===== config.mk =====
export PLATFORM = sky130hd
export DESIGN_NAME = wh_flit_buffer
export DESIGN_NICKNAME = d
export VERILOG_FILES = /design/src/rtl/wh_noc_pkg.sv /design/src/rtl/wh_flit_buffer.sv
export SDC_FILE = /design/constraint.sdc
export NUM_CORES = 1
export LEC_CHECK = 0
export ABC_AREA = 1
export BUFFER_PORTS_ARGS = -buffer_cell sky130_fd_sc_hd__buf_2
export CAP_MARGIN = 10
export CORE_MARGIN = 2
export CORE_UTILIZATION = 25
export CTS_CLUSTER_SIZE = 25
export DETAILED_ROUTE_END_ITERATION = 12
export PLACE_DENSITY = 0.55
export SLEW_MARGIN = 20
export SYNTH_ARGS = -nofsm -noshare
export SYNTH_HDL_FRONTEND = slang
export SYNTH_SLANG_ARGS = --single-unit

===== constraint.sdc =====
create_clock -name clk_i -period 2.6 [get_ports clk_i]
set_input_delay 0.39 -clock clk_i [delete_from_list [all_inputs] [get_ports clk_i]]
set_output_delay 0.39 -clock clk_i [all_outputs]
set_load 0.005 [all_outputs]

===== src/rtl/wh_noc_pkg.sv =====
// Wormhole network definitions
// Flit and header field widths, the header flit layout and the
// opcodes carried by cache DMA wormhole packets

`default_nettype none

package wh_noc_pkg;

  localparam int flit_width_c = 32;
  localparam int cord_width_c = 4;
  localparam int len_width_c  = 4;
  localparam int cid_width_c  = 2;

  typedef enum logic [1:0] {
    e_wh_read             = 2'd0,
    e_wh_write_non_masked = 2'd1,
    e_wh_write_masked     = 2'd2
  } wh_opcode_e;

  // fields listed from the top bit down, cord sits at bit 0
  typedef struct packed {
    logic [flit_width_c-2*cord_width_c-2*cid_width_c-len_width_c-3:0] unused;
    logic [cid_width_c-1:0]  src_cid;
    logic [cord_width_c-1:0] src_cord;
    wh_opcode_e              opcode;
    logic [cid_width_c-1:0]  cid;
    logic [len_width_c-1:0]  len;
    logic [cord_width_c-1:0] cord;
  } header_flit_s;

endpackage

`default_nettype wire


===== src/rtl/wh_flit_buffer.sv =====
// Wormhole flit buffer
// Two-entry queue between the ready-and input link and the
// valid-then-yumi side of the DMA converter

`default_nettype none

module wh_flit_buffer (
  input  logic                             clk_i,
  input  logic                             reset_i,

  input  logic [wh_noc_pkg::flit_width_c-1:0] data_i,
  input  logic                             v_i,
  output logic                             ready_and_o,

  output logic [wh_noc_pkg::flit_width_c-1:0] data_o,
  output logic                             v_o,
  input  logic                             yumi_i
);

  import wh_noc_pkg::*;

  logic [flit_width_c-1:0] slot_r [2];
  logic                    wptr_r;
  logic                    rptr_r;
  logic [1:0]              count_r;
  logic                    enq;

  assign ready_and_o = (count_r != 2'd2);
  assign enq         = v_i & ready_and_o;

  assign v_o    = (count_r != 2'd0);
  assign data_o = slot_r[rptr_r];

  always_ff @(posedge clk_i) begin
    if (reset_i) begin
      wptr_r  <= 1'b0;
      rptr_r  <= 1'b0;
      count_r <= 2'd0;
    end else begin
      if (enq) begin
        wptr_r <= ~wptr_r;
      end
      if (yumi_i) begin
        rptr_r <= ~rptr_r;
      end
      case ({enq, yumi_i})
        2'b10:   count_r <= count_r + 2'd1;
        2'b01:   count_r <= count_r - 2'd1;
        default: count_r <= count_r;
      endcase
    end
  end

  always_ff @(posedge clk_i) begin
    if (enq) begin
      slot_r[wptr_r] <= data_i;
    end
  end

  // the converter may only pop a flit that is already on display
  yumi_needs_valid_a: assert property (@(posedge clk_i) disable iff (reset_i)
    yumi_i |-> v_o);

endmodule

`default_nettype wire


==> results.md <==
- Status: finished, final reports clean
- Area delta synth->final: 29.7%
- Gate Count Post-Synth: 133
- Gr usage total: 0.0899
- Post-Route Utilization: 0.336
- Antenna Nets Post-Route: 0
- Mapped Area: 2700 µm²
- Hold WC Path Type: primary input to register
- Area contributors post-synth: edfxtp_1 (71%), mux2_4 (17%), dfxtp_1 (3.7%), buf_12 (2.2%), nor2_1 (1.3%)
- Routed vias: 1386
- Peak VDD IR: 0.000236 V
- Clk Latency, worst-skew pair: 0.34 ns
- Count leader, synth: edfxtp_1
- Grt total ovfl: 0
- Critical path required time: 2.21 ns
- Ant diodes: 0
- Minimum clock period: 1.85 ns
- GP Congestion: 0.581
- Die Y: 108 µm
- Final setup vio count: 0
- RSZ-0062 raised after global routing: no
- Hpwl dp: 3210 µm
- Sw frac: 0.199
- Synthesized net count: 170
- Part of the cycle the worst path needs: 0.712
- Sequential share of power: 0.458
- Synth warn: 0
- Pint: 0.00233 W
- Setup TNS: 0 ns
- CTS buffer count: 9
- First-pass GRT wire length: 7530 µm
- CTS Hold Bufs: 0
- CTS tree: yes
- Root Buffer: clkbuf_8
- First drt pass iteration count: 4
- Endpoints failing hold: 0
- # clock sinks: 69
- Max cap viols: 0
- Post-synth EDFFs: 64
- Layout cell share with drive strength beyond 1: 0.578
- Fmax: 0.540 GHz
- Setup Fix Bufs, Post-CTS: 0
- Leak pwr: 1.38 nW
- Row Count: 37
- Clk buf depth: 2
- Synth cell count leaders: edfxtp_1 (64), mux2_4 (30), nor2_1 (9), dfxtp_1 (5), nand2_1 (5)
- CP Max Fanout: 18
- Remaining DRCs: 0
- Die Wd: 108 µm
- Vias in the first global route: 1474
- Area of the core: 10400 µm²
- Power share of the combinational group: 0.120
- Post-synth top area share: 0.712
- Critical Path AT: 1.46 ns
- Starting density of the core: 0.259
- Min-delay src: data_i[15]
- I/O pin cnt: 70
- DRT Wirelength: 4740 µm
- Yosys top cell by area: edfxtp_1
- P_sw: 0.000580 W
- Met1 Routed Length: 1930 µm
- Top layer in use: met5
- Critical path class: register to primary output
- Pins over their slew limit: 0
- Reg-to-Reg Start: count_r[0]
- Clock power share: 0.422
- Final cell count without fillers: 354
- Distinct cells, synth: 17
- Worst hold slack: 0.238 ns
- Fraction of registers with async set/reset: 0
- Flops & latches, synth: 69
- Met3 wire length: 360 µm
- Worst-path clk slew: 0.07 ns
- Primary FF master, synth: edfxtp_1
- Vias/cell: 3.92
- Slew Limit Headroom: 0.624
- Area of the die: 11600 µm²
- Worst Setup Start Kind: register
- Pwr/cell area: 833 nW/µm²
- Sequential share of the synthesized area: 0.750
- DR WL met2: 2360 µm
- Syn Area/Cell: 20.3 µm²
- Crit path capture type: primary output
- Largest net degree at the start of global routing: 19
- Drt initial violations: 44
- Initial antenna violation count: 1
- DR WL/cell: 13.4 µm
- Setup Skew: 0.00846 ns
- H-tree Lvls: 3
- Dpl cells: 338
- # port buffers: 69
- Nets: 250
- Reg2reg setup slack: 0.94 ns
- Worst-Margin Slew: 0.563 ns
- Cts repair resizes: 0
## logic make-up (layout without fill, tap and decap cells)
kind of cell,Yosys count,count (layout),share of synthesized area
AO/OA/AOI/OAI,4,4,0.00742
buffers and inverters,9,94,0.0334
flip-flops,69,69,0.750
multiplexers,32,32,0.175
adder cells (fa/ha/maj),1,1,0.00464
AND/OR/NAND/NOR,17,17,0.0264
XOR/XNOR,1,1,0.00325
## routing by layer
metal  vias to the layer above  GRT usage
met5                         -          0
met4                         2     0.0412
met3                        10     0.0436
met2                        51      0.148
met1                       662     0.0972
li1                        661          -
## cells in the final DEF, fill, tap and decap left out, drive strengths merged
| master | count |
|---|---|
| xnor2 | 1 |
| mux2 | 32 |
| o21ai | 2 |
| inv | 5 |
| dfxtp | 5 |
| a21oi | 2 |
| clkinv | 1 |
| clkbuf | 10 |
| nor2 | 9 |
| bufinv | 5 |
| or2 | 1 |
| nand4 | 1 |
| buf | 73 |
| ha | 1 |
| edfxtp | 64 |
| nand2 | 6 |
## through the flow
stage | total power [W] | instance area [µm²] | worst slack (ns)
global placement | 0.00172 | 3210 | 0.950
finish | 0.00291 | 3500 | 0.750
CTS | 0.00297 | 3500 | 0.690
floorplan | 0.00158 | 2700 | 0.225
global route | 0.00305 | 3500 | 0.636
detailed placement | 0.00172 | 3210 | 0.909
## power by group through the flow
stage	Sequential, W	Clock (W)	Combinational [W]
global placement	0.00136	0	0.000357
finish	0.00134	0.00123	0.000350
CTS	0.00134	0.00127	0.000363
floorplan	0.00136	0	0.000222
detailed placement	0.00136	0	0.000362
global route	0.00134	0.00132	0.000391
## registers in the layout, indices dropped and copies added (netlist names), named ones only
signal,count
slot_r,64
count_r,2
rptr_r,1
wptr_r,1
## worst max-delay path, stage by stage, from the launching register on
cell and delay [ns]:
dfxtp_2 0.32, buf_4 0.32, mux2_4 0.34, buf_2 0.13
## layout make-up
type                            count  area (µm²)
Fill cell                        1014        6920
Sequential cell                    69        2020
Multi-Input combinational cell     55         601
Timing Repair Buffer               73         400
Tap cell                          136         170
Clock inverter                      6         159
Clock buffer                       10         128
Inverter                            5        18.8
## path summary, 6_finish.rpt
kind,endpoint,cells after the start
max,data_o[3],3
min,slot_r[0][15],1
max reg2reg,slot_r[1][26],5
min reg2reg,count_r[1],2
Note: power is estimated with default switching activity, not from simulation.
